`config.mk`:
```
export PLATFORM = sky130hd
export DESIGN_NAME = hello_rom_flat
export DESIGN_NICKNAME = d
export VERILOG_FILES = /design/src/rtl/bus_pkg.sv /design/src/rtl/map_pkg.sv /design/src/rtl/dec_if.sv /design/src/rtl/hello_rom.sv /design/src/flat_wrapper.sv
export VERILOG_INCLUDE_DIRS = /design/src /design/src/include
export SDC_FILE = /design/constraint.sdc
export NUM_CORES = 1
export LEC_CHECK = 0
export ABC_AREA = 1
export BUFFER_PORTS_ARGS = -buffer_cell sky130_fd_sc_hd__buf_2
export CAP_MARGIN = 15
export CORE_MARGIN = 2
export CORE_UTILIZATION = 55
export CTS_CLUSTER_SIZE = 8
export DETAILED_ROUTE_END_ITERATION = 6
export PLACE_DENSITY = 0.92
export SYNTH_ARGS = -nofsm -noshare
export SYNTH_HDL_FRONTEND = slang
export SYNTH_SLANG_ARGS = --single-unit
```
`constraint.sdc`:
```
create_clock -name clk -period 3.1 [get_ports clk]
set_clock_uncertainty 0.05 [all_clocks]
set_input_delay 0.31 -clock clk [delete_from_list [all_inputs] [get_ports clk]]
set_output_delay 0.31 -clock clk [all_outputs]
set_load 0.02 [all_outputs]
```
`src/include/hello_rom_image.svh`:
```
// ----------------------------
// Boot program image, address
// to byte lookup function.
// ----------------------------
`ifndef HELLO_ROM_IMAGE_SVH
`define HELLO_ROM_IMAGE_SVH

function automatic bus_data_t rom_byte(input bus_addr_t addr);
	case (addr)
		16'd0:   rom_byte = 8'hF3;	// di
		16'd1:   rom_byte = 8'hC3;	// jp 0x0008
		16'd2:   rom_byte = 8'h08;
		16'd3:   rom_byte = 8'h00;
		16'd4:   rom_byte = 8'h00;
		16'd5:   rom_byte = 8'hC3;
		16'd6:   rom_byte = 8'h2E;
		16'd7:   rom_byte = 8'h00;
		16'd8:   rom_byte = 8'h31;	// Stack at top of RAM.
		16'd9:   rom_byte = 8'h00;
		16'd10:  rom_byte = 8'h40;
		16'd11:  rom_byte = 8'hCD;	// Poll console status.
		16'd12:  rom_byte = 8'h2B;
		16'd13:  rom_byte = 8'h00;
		16'd14:  rom_byte = 8'hE6;
		16'd15:  rom_byte = 8'h01;
		16'd16:  rom_byte = 8'h28;
		16'd17:  rom_byte = 8'hF9;
		16'd18:  rom_byte = 8'h11;
		16'd19:  rom_byte = 8'h1B;
		16'd20:  rom_byte = 8'h00;
		16'd21:  rom_byte = 8'hCD;
		16'd22:  rom_byte = 8'h2E;
		16'd23:  rom_byte = 8'h00;
		16'd24:  rom_byte = 8'hC3;
		16'd25:  rom_byte = 8'h0B;
		16'd26:  rom_byte = 8'h00;
		16'd27:  rom_byte = 8'h48;	// Message text.
		16'd28:  rom_byte = 8'h65;
		16'd29:  rom_byte = 8'h6C;
		16'd30:  rom_byte = 8'h6C;
		16'd31:  rom_byte = 8'h6F;
		16'd32:  rom_byte = 8'h2C;
		16'd33:  rom_byte = 8'h20;
		16'd34:  rom_byte = 8'h77;
		16'd35:  rom_byte = 8'h6F;
		16'd36:  rom_byte = 8'h72;
		16'd37:  rom_byte = 8'h6C;
		16'd38:  rom_byte = 8'h64;
		16'd39:  rom_byte = 8'h21;
		16'd40:  rom_byte = 8'h0D;
		16'd41:  rom_byte = 8'h0A;
		16'd42:  rom_byte = 8'h00;
		16'd43:  rom_byte = 8'hDB;	// in a,(0x10)
		16'd44:  rom_byte = 8'h10;
		16'd45:  rom_byte = 8'hC9;
		16'd46:  rom_byte = 8'hF5;	// Print loop.
		16'd47:  rom_byte = 8'h1A;
		16'd48:  rom_byte = 8'h13;
		16'd49:  rom_byte = 8'hB7;
		16'd50:  rom_byte = 8'h28;
		16'd51:  rom_byte = 8'h04;
		16'd52:  rom_byte = 8'hD3;
		16'd53:  rom_byte = 8'h10;
		16'd54:  rom_byte = 8'h18;
		16'd55:  rom_byte = 8'hF7;
		16'd56:  rom_byte = 8'hF1;
		16'd57:  rom_byte = 8'hC9;
		default: rom_byte = 8'h00;
	endcase
endfunction

`endif
```
`src/rtl/bus_pkg.sv`:
```
// ----------------------------
// Bus width typedefs for the
// memory and I/O subsystem.
// ----------------------------
`default_nettype none

package bus_pkg;

	typedef logic [15:0] bus_addr_t;	// Memory address.
	typedef logic [7:0]  bus_data_t;	// Data byte.
	typedef logic [7:0]  io_port_t;	// I/O port, low address byte.

endpackage

`default_nettype wire

```
`src/rtl/map_pkg.sv`:
```
// ----------------------------
// Memory map, I/O port numbers
// and console state encoding.
// ----------------------------
`default_nettype none

package map_pkg;
	import bus_pkg::*;

	localparam logic [2:0] ROM_BASE_TOP = 3'b000;	// 0x0000-0x1FFF.
	localparam int         ROM_SIZE     = 58;
	localparam bus_addr_t  RAM_END      = 16'h4000;	// RAM sits just below.
	localparam io_port_t   CONSOLE_PORT = 8'h10;

	typedef enum logic {
		cons_idle,
		cons_hold	// Character waiting for tx_ready.
	} console_state_t;

endpackage

`default_nettype wire

```
`src/rtl/dec_if.sv`:
```
// ----------------------------
// Decoded request, decoder to
// the ROM, RAM and console.
// ----------------------------
`timescale 1ns/1ps
`default_nettype none

interface dec_if
	import bus_pkg::*;
();
	logic      sel_rom;	// One-cycle selects, one-hot or none.
	logic      sel_ram;
	logic      sel_io;
	bus_addr_t addr;
	logic      write;
	bus_data_t wdata;

	modport decoder (output sel_rom, sel_ram, sel_io, addr, write, wdata);
	modport target (input sel_rom, sel_ram, sel_io, addr, write, wdata);

endinterface

`default_nettype wire

```
`src/rtl/hello_rom.sv`:
```
// ----------------------------
// Boot ROM target.
// ----------------------------
`timescale 1ns/1ps
`default_nettype none

module hello_rom
	import bus_pkg::*, map_pkg::*;
(
	input  logic      clk,
	input  logic      reset_n,
	dec_if.target     dec,
	output bus_data_t rdata,
	output logic      rdata_en
);
	`include "hello_rom_image.svh"

	bus_data_t rdata_q;
	logic      rdata_en_q;

	always_ff @(posedge clk) begin
		if (!reset_n)
			rdata_en_q <= 1'b0;
		else
			rdata_en_q <= dec.sel_rom && !dec.write;	// Writes get no answer.
	end

	always_ff @(posedge clk) begin
		if (dec.sel_rom && !dec.write)
			rdata_q <= (dec.addr < ROM_SIZE) ? rom_byte(dec.addr) : '0;
	end

	assign rdata    = rdata_en_q ? rdata_q : '0;
	assign rdata_en = rdata_en_q;

endmodule

`default_nettype wire

```
`src/flat_wrapper.sv`:
```
// flat-port wrapper written by rule: the top's interface ports become plain ports
module hello_rom_flat import bus_pkg::*, map_pkg::*;
  (clk, reset_n, rdata, rdata_en, dec_sel_rom, dec_sel_ram, dec_sel_io, dec_addr, dec_write, dec_wdata);
  dec_if dec_i ();
  input  logic clk;
  input  logic reset_n;
  output bus_data_t rdata;
  output logic rdata_en;
  input wire logic [$bits(dec_i.sel_rom)-1:0] dec_sel_rom;
  input wire logic [$bits(dec_i.sel_ram)-1:0] dec_sel_ram;
  input wire logic [$bits(dec_i.sel_io)-1:0] dec_sel_io;
  input wire logic [$bits(dec_i.addr)-1:0] dec_addr;
  input wire logic [$bits(dec_i.write)-1:0] dec_write;
  input wire logic [$bits(dec_i.wdata)-1:0] dec_wdata;
  assign dec_i.sel_rom = dec_sel_rom;
  assign dec_i.sel_ram = dec_sel_ram;
  assign dec_i.sel_io = dec_sel_io;
  assign dec_i.addr = dec_addr;
  assign dec_i.write = dec_write;
  assign dec_i.wdata = dec_wdata;
  hello_rom u_core (.clk(clk), .reset_n(reset_n), .dec(dec_i), .rdata(rdata), .rdata_en(rdata_en));
endmodule
```
# Yosys cells after proc, flatten, opt, wreduce, memory -nomap -nowiden
# Memories as Yosys holds them, arrays and structs flattened. A register that Yosys moved wholly into a read port is not among the register bits.
# Cells that the tools add are included.
totals:
  regBits: 1
  latchBits: 0
  ram_bits: 0
  mem_bits_ro: 512
  in_bits: 30
  output_inout_bits: 9
  word_cells: 9
  n_memories: 1
mem_list:
  columns: ["memory", "words", "word_bits", "read_ports", "rd_clocked_by_memory_dff", "wr", "line", "rtl"]
  rows:
  - ["(name not given)", 64, 8, 1, 1, 0, "hello_rom_image.svh:9", "case (addr)"]
classes:
  add_sub_neg: 0
  multipliers: 0
  n_div: 0
  magnitude_cmp: 1
  eq_ne: 0
  shift: 0
  muxes: 1
  bitwise: 0
  n_reduce_logical: 5
ops:
  columns: ["cell", "count"]
  rows:
  - ["$lt A16 B6 Y1 const B", 1]
  - ["$logic_not A10 Y1", 1]
  - ["$mux W8", 1]
  - ["$logic_not A1 Y1", 2]
  - ["$reduce_and A2 Y1", 1]
  - ["$logic_and A1 B1 Y1", 1]

# Longest topological paths before layout
# Gate-level depths: netlist of run 1.
depth:
  ltp_word: 3
  depth_mapped: 10
  ltp_nobuf: 10

# Least setup slack after synthesis of run 1
# No wires, ideal clock.
synth_timing:
  path_type: "in2reg"
  start: "in dec_addr[1]"
  end: "reg u_core.rdata_q[3] (data pin)"
  setup_time_ps: 255
  arrival_ps: 1295
  t_required_ps: 2795
  path_slack_ps: 1500
  stages: 10
  path_buffers: 0
  cell_sequence: "inv_1 ha_1 inv_1 nand2_1 nand3_1 nand2_1 nand2_1 nand2_1 nand2_1 a21oi_2"
synth_via:
  elab_chain_cells: 3
synth_lines:
  columns: ["element", "line", "rtl"]
  rows:
  - ["from (decl)", "flat_wrapper.sv:12", "input wire logic [$bits(dec_i.addr)-1:0] dec_addr;"]
  - ["$lt A16 B6 Y1", "hello_rom.sv:30", "rdata_q <= (dec.addr < ROM_SIZE) ? rom_byte(dec.addr) : '0;"]
  - ["$reduce_and A2 Y1 (no source line)", null, null]
  - ["$logic_not A1 Y1 (no source line)", null, null]
  - ["to (decl)", "hello_rom.sv:18", "bus_data_t rdata_q;"]
# Parallel ways exist; a longest one is shown, timed or not.
# A chain may end at the register's enable or synchronous reset.

# Worst setup path in the final report of run 1
layout_timing:
  start: "in dec_addr[1]"
  end: "reg u_core.rdata_q[7] (data pin)"
# The elaborated chain is that of the path after synthesis.

==> results of run 1 <==
## power breakdown
group / internal [mW] / switching (mW) / leakage (nW)
clock network: 0.0495 / 0.0394 / 0.0150
registers: 0.137 / 0.00252 / 0.0735
logic: 0.0457 / 0.0895 / 0.618
## cells in the mapped netlist, drive strengths merged
cell type  instances  area, sq um
clkbuf             2         17.5
o21ai              9         45.0
nor3b              1         7.51
o211ai             2         15.0
a22oi              1         7.51
nand2             69          287
a31oi              3         18.8
ha                 8          100
edfxtp             8          240
nand4              5         31.3
nor3               1         10.0
dfxtp              1         20.0
nor2              22         87.6
inv               19         76.3
nand3             28          145
a21oi             10         53.8
buf                8         72.6
or2                1         6.26
clkinv             1         3.75
## area by class of cell
cell class	instances	area, sq um
sequential	9	260
timing repair buffer	28	140
fill	212	813
multi-input combinational	160	815
inverter	20	80.1
tap	28	35.0
clock buffer	4	26.3
## cells by family after synthesis
group	synth area share [%]
buffers and inverters	13.7
DFF	20.9
AOI/OAI and AO/OA	11.3
and+or+nand+nor	46.1
adders and majority gates	8.04
## state kept, by name (all words and copies together) (netlist names)
| signal | cells |
|---|---|
| u_core.rdata_q | 8 |
| u_core.rdata_en | 1 |
## metal layers
layer	wire length [microns]	vias up	global-route usage [%]
met5	0	-	0
met4	21	0	3.51
met3	260	4	4.31
met2	1440	78	39.5
met1	1180	596	30.4
li1	-	699	-
## worst paths after layout
check / startpoint / end / slack [ns] / cells past startpoint
worst max-delay path: dec_addr[1] / u_core.rdata_q[7]$_SDFFCE_PN0P_ / 1.34 / 10
worst min-delay path: dec_write / u_core.rdata_en$_SDFF_PN0_ / 0.19 / 2
## metrics by stage
step                      hold slack, ns  utilization [%]
after global placement             0.437             61.3
final                              0.193             62.5
after detailed placement           0.464             61.3
after CTS                          0.192             62.5
after global routing               0.166             62.5
after floorplan                    0.336                -
==> impl_metrics.env, run 1 <==
export IMPL_numCtsBuffers=3
export IMPL_power_leakage_nw=0.706
export IMPL_syn_avg_cell_area_sq_um=6.26
export IMPL_fin_tns_setup_ns=0
export IMPL_synth_seq_cells=9
export IMPL_cts_hold_buf=0
export IMPL_fp_row_count=17
export IMPL_fin_cells=249
export IMPL_cts_sinks=9
export IMPL_dpl_hpwl_mm=2.19
export IMPL_grtUsageTotal_pct=22.9
export IMPL_ant_nets=0
export IMPL_slew_headroom_pct=57.8
export IMPL_grt_first_pass_wirelength_mm=4.62
export IMPL_clkSlewWorstSetupHoldPaths_ns=0.05
export IMPL_rsz0062_at_grt="false"
export IMPL_firstDrtPassIters=5
export IMPL_antenna_found_initial=0
export IMPL_area_delta_synth_final_pct=8.94
export IMPL_status="finished clean"
export IMPL_crit_required_ns=3.06
export IMPL_layout_commonest_cell="nand2_1"
export IMPL_die_h_microns=51.6
export IMPL_path_class="input port to register"
export IMPL_cpMaxStageDelayCell="ha_1"
export IMPL_hold_class="input port to register"
export IMPL_nets=260
export IMPL_drt_iter0_markers=70
export IMPL_htreeDepth=1
export IMPL_placed_area_sq_um=1330
export IMPL_worstPathArrival_ns=1.72
export IMPL_layout_common_cells="nand2_1, buf_2, nand3_1"
export IMPL_critPathMaxFanout=7
export IMPL_tightest_slew_ns=0.631
export IMPL_gp_congestion=0.940
export IMPL_pin_count=39
export IMPL_drc=0
export IMPL_path_delay_family="simple AND/OR/NAND/NOR gates"
export IMPL_cpPeakStageDelay_ns=0.40
export IMPL_finish_instance_area_sq_um=1360
export IMPL_fmax_ghz=0.567
export IMPL_path_cells="buf_2 > inv_1 > ha_1 > inv_1 > nand2_1 > nand2_1 > nand3_1 > nand3_1 > nand2_1 > a21oi_1"
export IMPL_cts_tree="done"
export IMPL_syn_inst=199
export IMPL_vias_per_cell=5.53
export IMPL_fin_crit_sh_pct=56.9
export IMPL_die_area_sq_um=2660
export IMPL_total_power_mw=0.364
export IMPL_dp_slack_ns=1.09
export IMPL_critPathBufInv=3
export IMPL_grt_pass1_vias=1112
export IMPL_cts_setup_buffers=0
export IMPL_ys_seq_area_share_pct=20.9
export IMPL_n_antenna_cell=0
export IMPL_post_route_min_period_ns=1.76
export IMPL_synth_area_sq_um=1240
export IMPL_core_region_area_sq_um=2170
export IMPL_finalHoldViolCount=0
export IMPL_wire_per_inst_microns=11.6
export IMPL_finalSetupViolations=0
export IMPL_yosys_warnings=0
export IMPL_io_buffers=28
export IMPL_setup_ws_ns=1.34
export IMPL_power_density_nw_per_um2=268
export IMPL_drv_cap=0
export IMPL_crit_path_end_kind="register"
export IMPL_overflow=0
export IMPL_initial_core_util_pct=57.4
export IMPL_cp_common_cell="nand2_1"
export IMPL_die_w_microns=51.6
export IMPL_drive_above_1_share_pct=20.4
export IMPL_startpoint_type="input port"
export IMPL_grt_max_degree=22
export IMPL_peakVddDrop_uv=278
export IMPL_clock_root_buffer="clkbuf_4"
export IMPL_max_clock_path_buffers=2
export IMPL_finalWirelength_mm=2.90
export IMPL_via_count=1377
export IMPL_slew_violations=0
export IMPL_dp_cells=245
export IMPL_cts_resized=0
export IMPL_syn_nets=237
export IMPL_synth_cell_type_count=30
Power figures use the tool's default switching activity.
==> inputs of run 2 (changes only) <==
Settings changed: CORE_ASPECT_RATIO from default to 0.5, CORE_UTILIZATION 55 to 46, PLACE_DENSITY 0.92 to 0.83.
Clock period 3.1 ns to 1.5 ns, I/O delays scaled along.
==> run 2 against run 1 <==
Compared with the run above:
- first-iteration DRC count increased by 64%
- highest routed layer unchanged
- cell area increased by 12%
- critical endpoint is now u_core.rdata_q[0]$_SDFFCE_PN0P_
- utilization decreased by 3.9 points
- critical path type unchanged
- setup slack got worse by 1.2 ns
- largest power group is now combinational cells
- routed wire length increased by 6.5%
- global-route usage decreased by 2.7 points
==> impl_metrics.env, run 2 (same netlist as run 1, synthesis figures left out) <==
export IMPL_crit_required_ns=1.43
export IMPL_area_delta_synth_final_pct=21.8
export IMPL_clkSlewWorstSetupHoldPaths_ns=0.04
export IMPL_slew_headroom_pct=66.9
export IMPL_use_met1_pct=27.0
export IMPL_status="finished clean"
export IMPL_largest_reg_flops=8
export IMPL_worstPathArrival_ns=1.26
export IMPL_seqCellArea_sq_um=260
export IMPL_path_class="input port to register"
export IMPL_wire_per_inst_microns=11.2
export IMPL_tightest_slew_ns=0.496
export IMPL_finalSetupViolations=0
export IMPL_grt_pass1_vias=1104
export IMPL_layout_commonest_cell="nand2_1"
export IMPL_grt_max_degree=21
export IMPL_p_int_mw=0.596
export IMPL_numCtsBuffers=3
export IMPL_power_leakage_nw=0.796
export IMPL_firstDrtPassIters=5
export IMPL_swShare_pct=33.1
export IMPL_initial_core_util_pct=48.1
export IMPL_gp_congestion=0.926
export IMPL_die_h_microns=40.8
export IMPL_antenna_found_initial=0
export IMPL_die_w_microns=77.6
export IMPL_layout_common_cells="nand2_1, buf_2, nand3_1"
export IMPL_cts_hold_buf=0
export IMPL_hold_slack_ns=0.0478
export IMPL_cts_tree="done"
export IMPL_hold_path_depth=2
export IMPL_grt_busiest_layer="met2"
export IMPL_drive_above_1_share_pct=26.9
export IMPL_finalWirelength_mm=3.09
export IMPL_vias_per_cell=5.15
export IMPL_drt_iter0_markers=115
export IMPL_peakVddDrop_uv=331
export IMPL_crit_path_end_kind="register"
export IMPL_grt_first_pass_wirelength_mm=4.94
export IMPL_dpl_hpwl_mm=2.44
export IMPL_n_antenna_cell=0
export IMPL_fmax_ghz=0.749
export IMPL_pin_count=39
export IMPL_via_count=1417
export IMPL_top_register="u_core.rdata_q"
export IMPL_critPathMaxFanout=6
export IMPL_io_buffers=28
export IMPL_nets=277
export IMPL_die_area_sq_um=3160
export IMPL_cts_sinks=9
export IMPL_total_power_mw=0.892
export IMPL_overflow=0
export IMPL_p_seq_share_pct=32.5
export IMPL_multi_input_area_sq_um=817
export IMPL_hold_class="input port to register"
export IMPL_grt_met2_usage_pct=35.9
export IMPL_cts_setup_buffers=0
export IMPL_drc=0
export IMPL_core_region_area_sq_um=2590
export IMPL_grt_use_met3_pct=2.64
export IMPL_max_clock_path_buffers=2
export IMPL_fin_crit_sh_pct=89.1
export IMPL_pwr_share_clk_pct=30.8
export IMPL_drv_cap=0
export IMPL_startpoint_type="input port"
export IMPL_slew_violations=0
export IMPL_p_switching_mw=0.296
export IMPL_post_route_min_period_ns=1.34
export IMPL_rsz0062_at_grt="false"
export IMPL_power_density_nw_per_um2=588
export IMPL_fillers=242
export IMPL_grtUsageTotal_pct=20.2
export IMPL_htreeDepth=1
export IMPL_fp_row_count=13
export IMPL_p_comb_share_pct=36.7
export IMPL_ant_nets=0
export IMPL_finalHoldViolCount=0
export IMPL_clock_root_buffer="clkbuf_8"
[run 2: cell count changes in the layout (fill, tap and decap cells not counted), sizes merged]
cell  previous run  this run
buf             28        45
[run 2: power groups by stage]
stage          Clock (mW)  Combinational, mW  Sequential (mW)
5_1_grt             0.290              0.364            0.292
2_1_floorplan           0              0.220            0.293
3_5_place_dp            0              0.318            0.294
6_report            0.275              0.328            0.289
4_1_cts             0.283              0.320            0.290
3_3_place_gp            0              0.316            0.294
[run 2: path summary, 6_finish.rpt]
path        start                              end  slack (ns)
min     dec_write       u_core.rdata_en$_SDFF_PN0_        0.05
max   dec_addr[0]  u_core.rdata_q[0]$_SDFFCE_PN0P_        0.16
[run 2: per-stage QoR]
stage               utilization, %  setup WS (ns)  TNS [ns]  instance area, sq um  std cells
floorplan                        -         0.0603         0                  1240        199
global placement              56.8        -0.0856    -0.425                  1470        271
detailed placement            56.8         -0.121    -0.610                  1470        271
CTS                           58.5          0.120         0                  1510        275
global route                  58.6        0.00820         0                  1520        275
finish                        58.6          0.164         0                  1520        275
[run 2: final cells by class]
type                            instances  share of cell area [%]
Clock buffer                            4                    2.97
Inverter                               20                    5.28
Multi-Input combinational cell        160                    53.9
Sequential cell                         9                    17.2
Timing Repair Buffer                   45                    17.7
Tap cell                               37                    3.05
[run 2: what timing repair did]
action / in CTS / in global routing
setup endpoints to repair: 0 / 4
gates resized for setup: 0 / 3
endpoints found under the hold margin: 0 / 0
[run 2: routing by layer]
layer  vias up  part of all wire (%)
met3         5                   9.1
met2        83                    44
met4         0                  0.97
met1       600                    46
li1        729                     -
met5         -                     0
[run 2: worst max-delay path: stages]
cell     delay, ns
buf_2         0.11
buf_4         0.15
ha_1          0.22
nand2_1       0.13
inv_1         0.07
o21ai_0       0.17
nand3_1       0.09
nand2_1       0.11
a21oi_1       0.07
==> inputs of run 3 (changes only) <==
Settings changed: CORE_ASPECT_RATIO 0.5 to default, CORE_UTILIZATION 46 to 55, PLACE_DENSITY 0.83 to 0.92.
Clock period 1.5 ns to 1.7 ns, I/O delays scaled along.
==> run 3 against run 2 <==
Compared with the run above:
- global-route usage up 2.9 points
- flip-flop and latch count stayed put
- die area decreased by 16%
- non-clock buffer count shrank 6
- sequential share of layout area rose by 0.93 points
- setup slack better by 0.22 ns
- clock-buffer cell count unchanged
==> impl_metrics.env, run 3 (same netlist as run 1, synthesis figures left out) <==
export IMPL_n_antenna_cell=0
export IMPL_crit_path_end_kind="register"
export IMPL_die_w_microns=51.6
export IMPL_hold_class="input port to register"
export IMPL_die_h_microns=51.6
export IMPL_fmax_ghz=0.761
export IMPL_firstDrtPassIters=5
export IMPL_area_delta_synth_final_pct=15.6
export IMPL_via_count=1428
export IMPL_drive_above_1_share_pct=24.1
export IMPL_finalSetupViolations=0
export IMPL_finalWirelength_mm=2.98
export IMPL_max_clock_path_buffers=2
export IMPL_slew_headroom_pct=67.7
export IMPL_core_region_area_sq_um=2170
export IMPL_critPathMaxFanout=5
export IMPL_cts_resized=0
export IMPL_drv_cap=0
export IMPL_vias_per_cell=5.49
export IMPL_final_util_pct=66.3
export IMPL_layout_common_cells="nand2_1, buf_2, nand3_1"
export IMPL_status="finished clean"
export IMPL_placed_area_sq_um=1410
export IMPL_peakVddDrop_uv=387
export IMPL_rsz0062_at_grt="false"
export IMPL_cts_tree="done"
export IMPL_post_route_min_period_ns=1.31
export IMPL_pin_count=39
export IMPL_top_register="u_core.rdata_q"
export IMPL_initial_core_util_pct=57.4
export IMPL_gp_congestion=0.934
export IMPL_power_leakage_nw=0.760
export IMPL_antenna_found_initial=0
export IMPL_power_density_nw_per_um2=483
export IMPL_drc=0
export IMPL_largest_reg_flops=8
export IMPL_ant_nets=0
export IMPL_die_area_sq_um=2660
export IMPL_worstPathArrival_ns=1.30
export IMPL_drt_iter0_markers=84
export IMPL_nets=271
export IMPL_grt_first_pass_wirelength_mm=4.73
export IMPL_path_class="input port to register"
export IMPL_startpoint_type="input port"
export IMPL_fin_tns_setup_ns=0
export IMPL_layout_commonest_cell="nand2_1"
export IMPL_slew_violations=0
export IMPL_grtUsageTotal_pct=23.1
export IMPL_grt_max_degree=21
export IMPL_io_buffers=28
export IMPL_crit_required_ns=1.68
export IMPL_finish_instance_area_sq_um=1440
export IMPL_dpl_hpwl_mm=2.35
export IMPL_hold_path_startpoint="dec_write"
export IMPL_grt_pass1_vias=1173
export IMPL_tightest_slew_ns=0.483
export IMPL_clock_root_buffer="clkbuf_4"
export IMPL_cts_sinks=9
export IMPL_htreeDepth=1
export IMPL_overflow=0
export IMPL_wire_per_inst_microns=11.5
export IMPL_setup_worst_path_start="dec_addr[0]"
export IMPL_numCtsBuffers=3
export IMPL_clkSlewWorstSetupHoldPaths_ns=0.06
export IMPL_finalHoldViolCount=0
export IMPL_cts_setup_buffers=0
export IMPL_fin_crit_sh_pct=77.3
export IMPL_fp_row_count=17
export IMPL_cts_hold_buf=0
==> run 3: worst paths after layout <==
path	to	slack, ns	depth (start not counted)
worst min-delay path	u_core.rdata_en$_SDFF_PN0_	0.04	2
worst max-delay path	u_core.rdata_q[3]$_SDFFCE_PN0P_	0.39	11
==> run 3: area by class of cell <==
class | count | area (sq um)
Clock buffer | 4 | 26.3
Fill cell | 203 | 731
Sequential cell | 9 | 260
Inverter | 20 | 80.1
Timing Repair Buffer | 39 | 223
Tap cell | 28 | 35.0
Multi-Input combinational cell | 160 | 815
==> run 3: through the flow <==
stage	std cells	power (mW)	setup WS [ns]	hold slack, ns
after detailed placement	256	0.524	0.100	0.323
final	260	0.694	0.386	0.0358
after CTS	260	0.697	0.393	0.0340
after global placement	256	0.519	0.123	0.298
after global routing	260	0.741	0.240	0.0222
after floorplan	199	0.452	0.240	0.196
==> run 3: worst max-delay path: stages <==
cell,delay [ns]
buf_2,0.09
inv_1,0.07
ha_1,0.33
inv_1,0.11
nand2_1,0.13
nand3_1,0.11
nand2_1,0.06
nand2_1,0.06
nand2_1,0.05
nand2_1,0.07
a21oi_2,0.05
==> run 3: layer usage <==
| metal | global-route usage [%] | routed length, microns |
|---|---|---|
| met5 | 0 | 0 |
| met4 | 6.58 | 51 |
| met3 | 2.87 | 257 |
| met2 | 41.7 | 1470 |
| met1 | 28.7 | 1200 |
==> run 3: power breakdown <==
part / switching, mW / internal [mW] / leakage, nW
sequential: 0.00474 / 0.251 / 0.0735
clock: 0.0797 / 0.0908 / 0.0150
combinational: 0.168 / 0.101 / 0.671
